<file path="src/source/fill_dma_defines.svh">
`ifndef FILL_DMA_DEFINES_SVH
`define FILL_DMA_DEFINES_SVH

`define FILL_ADDR_W 32
`define FILL_DATA_W 32
`define FILL_LEN_W  24
`define FILL_STRB_W (`FILL_DATA_W/8)

// Word offsets on the Wishbone port
`define FILL_REG_ADDR 2'd0
`define FILL_REG_LEN  2'd1
`define FILL_REG_KEY  2'd2
`define FILL_REG_CTRL 2'd3

// Control write and status read bits
`define FILL_CTRL_GO   0
`define FILL_STAT_BUSY 0
`define FILL_STAT_DONE 1
`define FILL_STAT_ERR  2

`endif
</file>
<file path="src/source/fill_dma_pkg.sv">
`include "fill_dma_defines.svh"

package fill_dma_pkg;

   // Sequencer states, one burst in flight at a time
   typedef enum logic [2:0] {
      ST_IDLE,
      ST_LOAD,   // Transfer controller takes address and length
      ST_AW,     // Address phase of the current burst
      ST_DATA,   // Beats running on W
      ST_RESP    // Waiting for B
   } ctrl_state_t;

   // Register select, values follow the word offsets
   typedef enum logic [1:0] {
      SEL_ADDR = `FILL_REG_ADDR,
      SEL_LEN  = `FILL_REG_LEN,
      SEL_KEY  = `FILL_REG_KEY,
      SEL_CTRL = `FILL_REG_CTRL
   } reg_sel_t;

endpackage

</file>
<file path="src/source/burst_if.sv">
`timescale 1ns/10ps
`include "fill_dma_defines.svh"

interface burst_if;

   logic                     burst_go;    // Single cycle, AW accepted
   logic [`FILL_ADDR_W-1:0]  beat_addr;   // Word aligned
   logic [7:0]               beat_len;    // Beats minus one
   logic [`FILL_STRB_W-1:0]  first_strb;
   logic [`FILL_STRB_W-1:0]  last_strb;
   logic                     burst_done;  // Last beat taken by the slave

   modport ctrl (
      output burst_go,
      output beat_addr,
      output beat_len,
      output first_strb,
      output last_strb,
      input  burst_done
   );

   modport writer (
      input  burst_go,
      input  beat_addr,
      input  beat_len,
      input  first_strb,
      input  last_strb,
      output burst_done
   );

endinterface

</file>
<file path="src/source/fill_dma_top.sv">
`timescale 1ns/10ps
`include "fill_dma_defines.svh"

module fill_dma_top (
   input  logic                    clk,
   input  logic                    rst,
   input  logic                    wb_cyc,
   input  logic                    wb_stb,
   input  logic                    wb_we,
   input  logic [1:0]              wb_adr,
   input  logic [`FILL_DATA_W-1:0] wb_dat_w,
   output logic [`FILL_DATA_W-1:0] wb_dat_r,
   output logic                    wb_ack,
   output logic [`FILL_ADDR_W-1:0] awaddr,
   output logic [7:0]              awlen,
   output logic [2:0]              awsize,
   output logic [1:0]              awburst,
   output logic                    awvalid,
   input  logic                    awready,
   output logic [`FILL_DATA_W-1:0] wdata,
   output logic [`FILL_STRB_W-1:0] wstrb,
   output logic                    wlast,
   output logic                    wvalid,
   input  logic                    wready,
   input  logic [1:0]              bresp,
   input  logic                    bvalid,
   output logic                    bready
);

   logic                    start;
   logic [`FILL_ADDR_W-1:0] fill_addr;
   logic [`FILL_LEN_W-1:0]  fill_len;
   logic [7:0]              fill_key;
   logic                    busy;
   logic                    done;
   logic                    error;
   logic                    transfer_start;
   logic                    burst_start;
   logic [`FILL_ADDR_W-1:0] axaddr;
   logic [7:0]              axlen;
   logic [`FILL_STRB_W-1:0] initial_strb;
   logic [`FILL_STRB_W-1:0] final_strb;
   logic                    last_transfer;

   burst_if bif ();

   wb_regs u_regs (
      .clk(clk), .rst(rst),
      .wb_cyc(wb_cyc), .wb_stb(wb_stb), .wb_we(wb_we), .wb_adr(wb_adr),
      .wb_dat_w(wb_dat_w), .wb_dat_r(wb_dat_r), .wb_ack(wb_ack),
      .start(start), .fill_addr(fill_addr), .fill_len(fill_len), .fill_key(fill_key),
      .busy(busy), .done(done), .error(error)
   );

   transfer_controller u_xfer (
      .clk(clk), .rst(rst),
      .address(fill_addr), .length(fill_len),
      .transfer_start(transfer_start), .burst_start(burst_start),
      .true_axi_axaddr(axaddr), .true_axi_axlen(axlen),
      .initial_strb(initial_strb), .final_strb(final_strb),
      .last_transfer(last_transfer)
   );

   dma_control u_ctrl (
      .clk(clk), .rst(rst),
      .start(start), .busy(busy), .done(done), .error(error),
      .transfer_start(transfer_start), .burst_start(burst_start),
      .axaddr(axaddr), .axlen(axlen),
      .initial_strb(initial_strb), .final_strb(final_strb), .last_transfer(last_transfer),
      .awaddr(awaddr), .awlen(awlen), .awsize(awsize), .awburst(awburst),
      .awvalid(awvalid), .awready(awready),
      .bresp(bresp), .bvalid(bvalid), .bready(bready),
      .burst(bif)
   );

   beat_writer u_beats (
      .clk(clk), .rst(rst),
      .burst(bif),
      .wdata(wdata), .wstrb(wstrb), .wlast(wlast), .wvalid(wvalid), .wready(wready),
      .fill_key(fill_key)
   );

endmodule

</file>
<file path="src/source/dma_control.sv">
`timescale 1ns/10ps
`include "fill_dma_defines.svh"

module dma_control (
   input  logic                    clk,
   input  logic                    rst,
   input  logic                    start,
   output logic                    busy,
   output logic                    done,            // Pulse on the final response
   output logic                    error,           // Pulse on a bad response
   output logic                    transfer_start,
   output logic                    burst_start,
   input  logic [`FILL_ADDR_W-1:0] axaddr,
   input  logic [7:0]              axlen,
   input  logic [`FILL_STRB_W-1:0] initial_strb,
   input  logic [`FILL_STRB_W-1:0] final_strb,
   input  logic                    last_transfer,
   output logic [`FILL_ADDR_W-1:0] awaddr,
   output logic [7:0]              awlen,
   output logic [2:0]              awsize,
   output logic [1:0]              awburst,
   output logic                    awvalid,
   input  logic                    awready,
   input  logic [1:0]              bresp,
   input  logic                    bvalid,
   output logic                    bready,
   burst_if.ctrl                   burst
);

   fill_dma_pkg::ctrl_state_t state;
   fill_dma_pkg::ctrl_state_t state_nxt;
   logic                      first_burst;
   logic                      final_burst;  // Burst in flight closes the transfer
   logic                      aw_fire;
   logic                      b_fire;

   assign aw_fire = awvalid & awready;
   assign b_fire  = bvalid & bready;

   always_comb begin
      state_nxt = state;
      case (state)
         fill_dma_pkg::ST_IDLE: if (start) state_nxt = fill_dma_pkg::ST_LOAD;
         fill_dma_pkg::ST_LOAD: state_nxt = fill_dma_pkg::ST_AW;
         fill_dma_pkg::ST_AW:   if (aw_fire) state_nxt = fill_dma_pkg::ST_DATA;
         fill_dma_pkg::ST_DATA: if (burst.burst_done) state_nxt = fill_dma_pkg::ST_RESP;
         fill_dma_pkg::ST_RESP:
            if (b_fire)
               state_nxt = final_burst ? fill_dma_pkg::ST_IDLE : fill_dma_pkg::ST_AW;
         default: state_nxt = fill_dma_pkg::ST_IDLE;
      endcase
   end

   always_ff @(posedge clk or posedge rst) begin
      if (rst) begin
         state       <= fill_dma_pkg::ST_IDLE;
         first_burst <= 1'b0;
         final_burst <= 1'b0;
      end else begin
         state <= state_nxt;
         if (transfer_start)
            first_burst <= 1'b1;
         else if (aw_fire)
            first_burst <= 1'b0;
         if (aw_fire)
            final_burst <= last_transfer;  // Controller moves on at this edge
      end
   end

   assign busy           = (state != fill_dma_pkg::ST_IDLE);
   assign transfer_start = (state == fill_dma_pkg::ST_LOAD);
   assign awvalid        = (state == fill_dma_pkg::ST_AW);
   assign bready         = (state == fill_dma_pkg::ST_RESP);
   assign burst_start    = aw_fire;

   // AW payload is the controller's registered state, steady until burst_start
   assign awaddr  = axaddr;
   assign awlen   = axlen;
   assign awsize  = 3'b010;  // 4 byte beats
   assign awburst = 2'b01;   // INCR

   assign burst.burst_go   = aw_fire;
   assign burst.beat_addr  = axaddr;
   assign burst.beat_len   = axlen;
   assign burst.first_strb = first_burst ? initial_strb : '1;
   assign burst.last_strb  = last_transfer ? final_strb : '1;

   assign done  = b_fire & final_burst;
   assign error = b_fire & (bresp != 2'b00);  // Anything but OKAY

endmodule

</file>
<file path="src/source/beat_writer.sv">
`timescale 1ns/10ps
`include "fill_dma_defines.svh"

module beat_writer (
   input  logic                    clk,
   input  logic                    rst,
   burst_if.writer                 burst,
   output logic [`FILL_DATA_W-1:0] wdata,
   output logic [`FILL_STRB_W-1:0] wstrb,
   output logic                    wlast,
   output logic                    wvalid,
   input  logic                    wready,
   input  logic [7:0]              fill_key
);

   logic [`FILL_ADDR_W-1:0] addr_q;      // Address of the beat on the bus
   logic [7:0]              beats_left;
   logic                    first_q;
   logic [`FILL_STRB_W-1:0] first_strb_q;
   logic [`FILL_STRB_W-1:0] last_strb_q;
   logic                    w_fire;

   assign w_fire = wvalid & wready;
   assign wlast  = wvalid & (beats_left == 8'd0);
   assign burst.burst_done = w_fire & wlast;

   always_comb begin
      for (int i = 0; i < `FILL_STRB_W; i++)
         wdata[8*i +: 8] = {addr_q[7:2], i[1:0]} ^ fill_key;  // Byte address XOR key
   end

   always_comb begin
      case ({first_q, wlast})
         2'b11:   wstrb = first_strb_q & last_strb_q;  // Single beat burst
         2'b10:   wstrb = first_strb_q;
         2'b01:   wstrb = last_strb_q;
         default: wstrb = '1;
      endcase
   end

   always_ff @(posedge clk or posedge rst) begin
      if (rst) begin
         wvalid     <= 1'b0;
         beats_left <= 8'd0;
         first_q    <= 1'b0;
      end else if (burst.burst_go) begin
         wvalid     <= 1'b1;
         beats_left <= burst.beat_len;
         first_q    <= 1'b1;
      end else if (w_fire) begin
         first_q <= 1'b0;
         if (wlast)
            wvalid <= 1'b0;
         else
            beats_left <= beats_left - 8'd1;
      end
   end

   always_ff @(posedge clk) begin
      if (burst.burst_go) begin
         addr_q       <= burst.beat_addr;
         first_strb_q <= burst.first_strb;
         last_strb_q  <= burst.last_strb;
      end else if (w_fire) begin
         addr_q <= addr_q + `FILL_ADDR_W'(`FILL_STRB_W);
      end
   end

   w_hold: assert property (@(posedge clk) disable iff (rst)
      wvalid && !wready |=> wvalid && $stable(wdata) && $stable(wstrb));

endmodule

</file>
<file path="src/source/transfer_controller.sv">
`timescale 1ns/10ps
`include "fill_dma_defines.svh"

module transfer_controller (
   input  logic                    clk,
   input  logic                    rst,
   input  logic [`FILL_ADDR_W-1:0] address,         // Held for the whole transfer
   input  logic [`FILL_LEN_W-1:0]  length,          // Bytes
   input  logic                    transfer_start,
   input  logic                    burst_start,     // AW of the current burst accepted
   output logic [`FILL_ADDR_W-1:0] true_axi_axaddr,
   output logic [7:0]              true_axi_axlen,
   output logic [`FILL_STRB_W-1:0] initial_strb,
   output logic [`FILL_STRB_W-1:0] final_strb,
   output logic                    last_transfer    // Pending burst ends the transfer
);

   logic [`FILL_LEN_W-1:0]  stored_len;  // Range bytes not yet covered
   logic                    first_transfer;
   logic                    loaded;
   logic [1:0]              lead;
   logic [1:0]              end_off;
   logic [12:0]             cap;
   logic [12:0]             byte_size;
   logic [12:0]             span_m1;
   logic [9:0]              beats;
   logic [`FILL_ADDR_W-1:0] next_addr;
   logic [`FILL_LEN_W-1:0]  next_len;

   // Range bytes one burst can carry from a word aligned page offset
   function automatic logic [12:0] burst_cap(input logic [11:0] page_off, input logic [1:0] skip);
      logic [12:0] to_boundary;
      logic [12:0] room;
      to_boundary = 13'h1000 - {1'b0, page_off};
      room = (to_boundary < 13'h0400) ? to_boundary : 13'h0400;  // 256 beats of 4 bytes
      return room - {11'b0, skip};
   endfunction

   assign lead    = first_transfer ? address[1:0] : 2'b00;  // Dead lanes before the start byte
   assign cap     = burst_cap(true_axi_axaddr[11:0], lead);
   assign byte_size = (stored_len < cap) ? stored_len[12:0] : cap;
   assign span_m1 = byte_size + {11'b0, lead} - 13'd1;
   assign true_axi_axlen = span_m1[9:2];
   assign beats   = {2'b00, true_axi_axlen} + 10'd1;

   assign next_addr = true_axi_axaddr + {{(`FILL_ADDR_W-12){1'b0}}, beats, 2'b00};
   assign next_len  = stored_len - {{(`FILL_LEN_W-13){1'b0}}, byte_size};

   assign end_off = address[1:0] + length[1:0] - 2'd1;  // Lane of the final byte

   always_comb begin
      for (int i = 0; i < `FILL_STRB_W; i++) begin
         initial_strb[i] = (i >= address[1:0]);
         final_strb[i]   = (i <= end_off);
      end
   end

   always_ff @(posedge clk or posedge rst) begin
      if (rst) begin
         true_axi_axaddr <= '0;
         stored_len      <= '0;
         first_transfer  <= 1'b0;
         loaded          <= 1'b0;
         last_transfer   <= 1'b0;
      end else if (transfer_start) begin
         true_axi_axaddr <= {address[`FILL_ADDR_W-1:2], 2'b00};
         stored_len      <= length;
         first_transfer  <= 1'b1;
         loaded          <= 1'b1;
         last_transfer   <= length <= burst_cap({address[11:2], 2'b00}, address[1:0]);
      end else if (burst_start && loaded) begin
         true_axi_axaddr <= next_addr;
         stored_len      <= next_len;
         first_transfer  <= 1'b0;
         // Look one burst ahead, next_addr is aligned
         last_transfer   <= next_len <= burst_cap(next_addr[11:0], 2'b00);
         if (last_transfer)
            loaded <= 1'b0;
      end
   end

   burst_needs_load: assert property (@(posedge clk) disable iff (rst) burst_start |-> loaded);

endmodule

</file>
<file path="src/source/wb_regs.sv">
`timescale 1ns/10ps
`include "fill_dma_defines.svh"

module wb_regs (
   input  logic                    clk,
   input  logic                    rst,
   input  logic                    wb_cyc,
   input  logic                    wb_stb,
   input  logic                    wb_we,
   input  logic [1:0]              wb_adr,
   input  logic [`FILL_DATA_W-1:0] wb_dat_w,
   output logic [`FILL_DATA_W-1:0] wb_dat_r,
   output logic                    wb_ack,
   output logic                    start,
   output logic [`FILL_ADDR_W-1:0] fill_addr,
   output logic [`FILL_LEN_W-1:0]  fill_len,
   output logic [7:0]              fill_key,
   input  logic                    busy,
   input  logic                    done,
   input  logic                    error
);

   fill_dma_pkg::reg_sel_t  sel;
   logic                    req;
   logic                    wr;
   logic                    locked;
   logic                    done_q;
   logic                    error_q;
   logic [`FILL_DATA_W-1:0] status;

   assign sel    = fill_dma_pkg::reg_sel_t'(wb_adr);
   assign req    = wb_cyc & wb_stb & ~wb_ack;  // Not yet answered
   assign wr     = req & wb_we;
   assign locked = busy | start;               // Running or about to

   always_comb begin
      status = '0;
      status[`FILL_STAT_BUSY] = locked;
      status[`FILL_STAT_DONE] = done_q;
      status[`FILL_STAT_ERR]  = error_q;
   end

   always_ff @(posedge clk or posedge rst) begin
      if (rst) begin
         wb_ack    <= 1'b0;
         start     <= 1'b0;
         fill_addr <= '0;
         fill_len  <= '0;
         fill_key  <= '0;
      end else begin
         wb_ack <= req;
         start  <= wr && (sel == fill_dma_pkg::SEL_CTRL) && wb_dat_w[`FILL_CTRL_GO] && !locked;
         // Setup stays frozen for the whole fill
         if (wr && !locked) begin
            case (sel)
               fill_dma_pkg::SEL_ADDR: fill_addr <= wb_dat_w;
               fill_dma_pkg::SEL_LEN:  fill_len  <= wb_dat_w[`FILL_LEN_W-1:0];
               fill_dma_pkg::SEL_KEY:  fill_key  <= wb_dat_w[7:0];
               default: ;
            endcase
         end
      end
   end

   // Sticky flags, a new start wipes both
   always_ff @(posedge clk or posedge rst) begin
      if (rst) begin
         done_q  <= 1'b0;
         error_q <= 1'b0;
      end else if (start) begin
         done_q  <= 1'b0;
         error_q <= 1'b0;
      end else begin
         if (done)
            done_q <= 1'b1;
         if (error)
            error_q <= 1'b1;
      end
   end

   always_ff @(posedge clk) begin
      if (req) begin
         case (sel)
            fill_dma_pkg::SEL_ADDR: wb_dat_r <= fill_addr;
            fill_dma_pkg::SEL_LEN:  wb_dat_r <= {{(`FILL_DATA_W-`FILL_LEN_W){1'b0}}, fill_len};
            fill_dma_pkg::SEL_KEY:  wb_dat_r <= {{(`FILL_DATA_W-8){1'b0}}, fill_key};
            default:                wb_dat_r <= status;
         endcase
      end
   end

   ack_single: assert property (@(posedge clk) disable iff (rst) wb_ack |=> !wb_ack);

endmodule

</file>
<file path="config.mk">
export PLATFORM = sky130hd
export DESIGN_NAME = fill_dma_top
export DESIGN_NICKNAME = d
export VERILOG_FILES = /design/src/source/fill_dma_pkg.sv /design/src/source/burst_if.sv /design/src/source/fill_dma_top.sv /design/src/source/dma_control.sv /design/src/source/beat_writer.sv /design/src/source/transfer_controller.sv /design/src/source/wb_regs.sv
export VERILOG_INCLUDE_DIRS = /design/src /design/src/source
export SDC_FILE = /design/constraint.sdc
export NUM_CORES = 1
export LEC_CHECK = 0
export ABC_AREA = 1
export BUFFER_PORTS_ARGS = -buffer_cell sky130_fd_sc_hd__buf_2
export CAP_MARGIN = 10
export CORE_MARGIN = 4
export CORE_UTILIZATION = 45
export CTS_BUF_LIST = sky130_fd_sc_hd__clkbuf_8
export DETAILED_ROUTE_END_ITERATION = 8
export PLACE_DENSITY = 0.69
export SLEW_MARGIN = 20
export SYNTH_ARGS = -nofsm -noshare
export SYNTH_HDL_FRONTEND = slang
export SYNTH_HIERARCHICAL = 1
export SYNTH_SLANG_ARGS = --single-unit
export TNS_END_PERCENT = 10
</file>
<file path="constraint.sdc">
create_clock -name clk -period 10.9 [get_ports clk]
set_input_delay 1.09 -clock clk [delete_from_list [all_inputs] [get_ports clk]]
set_output_delay 1.09 -clock clk [all_outputs]
set_load 0.05 [all_outputs]
</file>
==> flow_summary.yaml, run 1 <==
placement:
  gp_congestion: 0.9573
  hpwlAfterDp_um: 31560
  port_buffers: 154
clock_tree:
  cts_root_buf: "clkbuf_8"
  cts_hold_buffers: 0
  post_cts_resized: 0
  cts_buffer_depth: 2
  worstSkewPairLatency_ns: 0.49
  post_cts_buffers: 0
  cts.sinks: 186
  htreeDepth: 4
  numCtsBuffers: 17
  cts_tree: "yes"
  clk_transition_reported_paths_ns: 0.11
route:
  first_pass_iters: 7
  antenna_left: 0
  vias: 12251
  detail_route.vias_per_cell: 5.352
  drtIter0Drc: 956
  drc: 0
  wire_per_inst_um: 17.90
  postRouteWirelength_um: 40980
synthesis:
  yosysWarnings: 6
  avgSynthCellArea_sq_um: 7.490
  synthCells: 1825
  synth_area_sq_um: 13670
critical_path:
  critPathCaptureType: "flop"
  cp_common_cell: "nand2_1"
  reg2reg_slack_ns: 1.38
  r2r_end: "u_xfer/last_transfer$_DFFE_PP0P_"
  worst-setup-path-type: "reg -> reg"
  r2r-start: "u_xfer/true_axi_axaddr[2]$_DFFE_PP0P_"
  reg2reg_depth: 59
  worstPathArrival_ns: 9.93
  crit_path_max_fanout: 23
  start_kind: "flop"
  cp_slowest_cell: "dfrtp_1"
  critical_path.max_stage_delay_ns: 0.52
  worstPathRequired_ns: 11.31
sta:
  rsz0062_at_grt: "no"
  worst_slew_pin_slew_ns: 1.146
  tns_ns: 0
  min_period_over_period_pct: 87.34
  clock.fmax_ghz: 0.1050
  fin_crit_ns: 9.520
  slew_violations: 0
  slew-limit-headroom_pct: 23.37
  finalHoldViolations: 0
  skew_ns: 0.02635
  finalSetupViolCount: 0
global_route:
  overflow: 0
  grt_pass1_vias: 11728
  grt_pass1_wl_um: 64140
  track_usage_pct: 24.27
  antenna_found_initial: 1
  grt_start_max_net_pins: 69
min_path:
  worstHoldStart: "u_xfer/loaded$_DFFE_PP0P_"
  holdPathEnd: "u_xfer/loaded$_DFFE_PP0P_"
  min_path_cells: 2
  hold_path.class: "reg -> reg"
flow_run:
  maxCapViolations: 0
finish:
  fin_nets: 2008
  postLayoutCoreUtil_pct: 48.97
  diodes: 0
  area_growth_pct: 6.737
  drive_above_1_share_pct: 15.06
die:
  core_area_sq_um: 29800
  die_y_um: 182.3
  die_area_sq_um: 33230
  initial_utilization_pct: 45.88
  std_cell_rows: 63
  die_width_um: 182.3
  io-pin-count: 162
outcome:
  outcome: "complete, no violations"
==> routing by layer <==
| layer | GRT usage [%] | wire length, um | vias up |
|---|---|---|---|
| li1 | - | - | 6019 |
| met1 | 31.82 | 17910 | 5737 |
| met2 | 39.99 | 19170 | 413 |
| met3 | 4.365 | 2319 | 80 |
| met4 | 9.547 | 1569 | 2 |
| met5 | 0 | 7 | - |
==> worst max-delay path by stage <==
stage,startpoint,endpoint,cells past startpoint
4_1_cts,u_xfer/true_axi_axaddr[2]$_DFFE_PP0P_,u_xfer/last_transfer$_DFFE_PP0P_,59
3_5_place_dp,u_xfer/true_axi_axaddr[2]$_DFFE_PP0P_,u_xfer/last_transfer$_DFFE_PP0P_,59
6_report,u_xfer/true_axi_axaddr[2]$_DFFE_PP0P_,u_xfer/last_transfer$_DFFE_PP0P_,59
5_1_grt,u_xfer/true_axi_axaddr[2]$_DFFE_PP0P_,u_xfer/last_transfer$_DFFE_PP0P_,59
2_1_floorplan,u_xfer/true_axi_axaddr[2]$_DFFE_PP0P_,u_xfer/last_transfer$_DFFE_PP0P_,59
3_3_place_gp,u_xfer/true_axi_axaddr[2]$_DFFE_PP0P_,u_xfer/last_transfer$_DFFE_PP0P_,57
==> placed cells by master (no fill, tap or decap), types with 4 or more instances in the layout <==
| cell | instances |
|---|---|
| ha_1 | 76 |
| a31oi_1 | 6 |
| dfrtp_1 | 140 |
| or2_2 | 6 |
| o22ai_1 | 5 |
| buf_4 | 13 |
| edfxtp_1 | 46 |
| nand3_2 | 10 |
| o221ai_1 | 20 |
| a21o_1 | 5 |
| nand3_1 | 169 |
| nand2_2 | 18 |
| xor2_1 | 46 |
| o21ai_0 | 44 |
| inv_6 | 4 |
| nand4_1 | 29 |
| nor2_1 | 117 |
| a22o_1 | 16 |
| nor2_2 | 14 |
| nand2_4 | 4 |
| xnor2_1 | 15 |
| o21bai_1 | 5 |
| buf_2 | 154 |
| nand2_1 | 518 |
| o21ai_1 | 6 |
| nor4_1 | 4 |
| nor3_1 | 27 |
| nor2_4 | 9 |
| clkinv_1 | 4 |
| conb_1 | 11 |
| clkbuf_8 | 17 |
| o211ai_1 | 24 |
| a21oi_1 | 49 |
| inv_2 | 13 |
| inv_1 | 206 |
==> flip-flops by register name (all words and copies together), names as in the netlist, 6 cells and up <==
name / cells
u_regs/wb_dat_r: 32
u_regs/fill_addr: 32
u_xfer/true_axi_axaddr: 30
u_xfer/stored_len: 24
u_beats/beats_left: 8
u_regs/fill_key: 8
u_regs/fill_len: 24
u_beats/addr_q: 6
==> cell type report <==
class,count,area [sq um]
Timing Repair Buffer,167,868.3
Clock inverter,15,151.4
Tap cell,390,488.0
Multi-Input combinational cell,1295,7142
Fill cell,2981,15210
Clock buffer,17,234.0
Inverter,219,822.0
Sequential cell,186,4885
==> per-stage QoR <==
| step | setup WS [ns] | hold WS, ns | cells | area (sq um) |
|---|---|---|---|---|
| global route | 0.3193 | 0.4976 | 2289 | 14590 |
| detailed placement | 1.574 | 0.4582 | 2257 | 14200 |
| finish | 1.380 | 0.4878 | 2289 | 14590 |
| floorplan | 3.040 | 0.4411 | 1832 | 13700 |
| CTS | 1.495 | 0.4809 | 2289 | 14590 |
| global placement | 1.971 | 0.4555 | 2257 | 14200 |
==> critical path: cells and delay by family (launching register included) <==
kind                     cells  cell delay, ns
AND/OR/NAND/NOR             26            3.15
AO/OA/AOI/OAI               18            2.82
adder cells (fa/ha/maj)      5            1.70
buffers and inverters        8            0.90
flip-flops                   1            0.52
XOR/XNOR                     2            0.35
Power of run 1 is not shown: default switching activity piles up to over one toggle a cycle in this logic, so the estimate is an artifact.
==> inputs of run 2 (changes only) <==
Clock period 10.9 ns to 9.7 ns, I/O delays scaled along.
==> run 2 against run 1 <==
  * Clock skew fell by 0.0053 ns
  * Flip-flop and latch count unchanged
  * Cell area rose by 0.93%
  * Critical path type unchanged
  * Critical endpoint unchanged
  * Highest routed layer is now met4
==> flow_summary.yaml, run 2 (same netlist as run 1, synthesis figures left out) <==
outcome:
  outcome: "complete, no violations"
finish:
  area_growth_pct: 7.734
  fin_nets: 2009
  layout_common_cells: "nand2_1, inv_1, nand3_1"
  drive_above_1_share_pct: 15.68
  fill_cells: 2956
  final_area_sq_um: 14730
  reg_top3: "u_regs/fill_addr (32), u_regs/wb_dat_r (32), u_xfer/true_axi_axaddr (30)"
  layout_commonest_cell: "nand2_1"
global_route:
  grt_pass1_wl_um: 62220
  track_usage_pct: 23.04
  overflow: 0
  antenna_found_initial: 0
  grt_start_max_net_pins: 69
  grt_pass1_vias: 11924
die:
  std_cell_rows: 63
  io-pin-count: 162
  core_area_sq_um: 29800
  die_area_sq_um: 33230
  initial_utilization_pct: 45.88
  die_width_um: 182.3
  die_y_um: 182.3
flow_run:
  maxCapViolations: 0
critical_path:
  crit_path_max_fanout: 12
  reg2reg_depth: 58
  worstPathArrival_ns: 9.37
  cp_common_cell: "nand2_1"
  start_kind: "flop"
  critical_path.max_stage_delay_ns: 0.49
  cp_slowest_cell: "dfrtp_2"
  critPathCaptureType: "flop"
  worst-setup-path-type: "reg -> reg"
  worstPathRequired_ns: 10.12
clock_tree:
  numCtsBuffers: 17
  cts_root_buf: "clkbuf_8"
  htreeDepth: 4
  cts_buffer_depth: 2
  cts.sinks: 186
  worstSkewPairLatency_ns: 0.49
  clk_transition_reported_paths_ns: 0.11
  cts_tree: "yes"
route:
  drtIter0Drc: 1097
  antenna_left: 0
  postRouteWirelength_um: 39140
  first_pass_iters: 6
  detail_route.vias_per_cell: 5.439
  drc: 0
  wire_per_inst_um: 17.09
  vias: 12460
sta:
  fin_crit_ns: 8.944
  worst_slew_pin_slew_ns: 1.093
  tns_ns: 0
  setup_slack_ns: 0.7562
  clock.fmax_ghz: 0.1118
  finalHoldViolations: 0
  slew-limit-headroom_pct: 26.95
  whs_ns: 0.4505
  skew_ns: 0.02109
  finalSetupViolCount: 0
  min_period_over_period_pct: 92.20
  slew_violations: 0
placement:
  dpl_cell_area_sq_um: 14190
  post-place-ws_ns: 0.3393
  port_buffers: 154
  hpwlAfterDp_um: 29980
  gp_congestion: 1.061
min_path:
  hold_path.class: "in -> async"
run 2: cell count changes in the layout (fill, tap and decap cells not counted), moves of 2 or more:
cell | before | now
nor2_1 | 117 | 115
nor2_2 | 14 | 16
bufinv_16 | 2 | 5
dfrtp_1 | 140 | 138
inv_1 | 206 | 202
dfrtp_2 | 0 | 2
run 2: timing repair:
action | 4_1_cts | 5_1_grt
setup endpoints to repair | 0 | 1
resized for setup | 0 | 13
hold buffers | 0 | 0
setup buffers | 0 | 2
run 2: worst paths after layout:
| kind | endpoint | slack, ns | startpoint |
|---|---|---|---|
| setup / recovery | u_xfer/last_transfer$_DFFE_PP0P_ | 0.76 | u_xfer/true_axi_axaddr[2]$_DFFE_PP0P_ |
| hold / removal | u_ctrl/state[2]$_DFFE_PP0P_ | 0.45 | rst |
| setup reg to reg | u_xfer/last_transfer$_DFFE_PP0P_ | 0.76 | u_xfer/true_axi_axaddr[2]$_DFFE_PP0P_ |
| hold reg to reg | u_xfer/loaded$_DFFE_PP0P_ | 0.49 | u_xfer/loaded$_DFFE_PP0P_ |
| max in group asynchronous | u_regs/fill_addr[30]$_DFFE_PP0P_ | 8.32 | rst |
| min in group clk | u_xfer/loaded$_DFFE_PP0P_ | 0.49 | u_xfer/loaded$_DFFE_PP0P_ |
run 2: through the flow:
step | utilization, % | instances
2_1_floorplan | - | 1832
3_3_place_gp | 47.62 | 2255
3_5_place_dp | 47.62 | 2255
4_1_cts | 49.20 | 2287
5_1_grt | 49.42 | 2290
6_report | 49.42 | 2291
run 2: critical path, delay by kind of cell, from the launching register on:
kind	cells	cell delay, ns
flip-flops	1	0.49
AND/OR/NAND/NOR	28	3.16
adder cells (fa/ha/maj)	6	1.80
buffers and inverters	7	0.55
XOR/XNOR	2	0.55
AO/OA/AOI/OAI	15	2.31
run 2: final cells by class:
class                      instances  area [sq um]  area share (%)
timing repair buffer             167         868.3           5.896
clock buffer                      17         234.0           1.589
antenna                            1         2.502         0.01699
multi-input combinational       1296          7187           48.80
clock inverter                    15         235.2           1.597
sequential                       186          4887           33.19
inverter                         219         824.5           5.599
tap                              390         488.0           3.314
run 2: metal layers:
layer | vias up | GRT usage [%] | wire length (um)
met5 | - | 0 | 0
met2 | 521 | 36.23 | 17640
li1 | 6007 | - | -
met1 | 5816 | 30.04 | 16500
met3 | 116 | 5.920 | 3107
met4 | 0 | 10.30 | 1893
Power of run 2 is left out for the same reason.
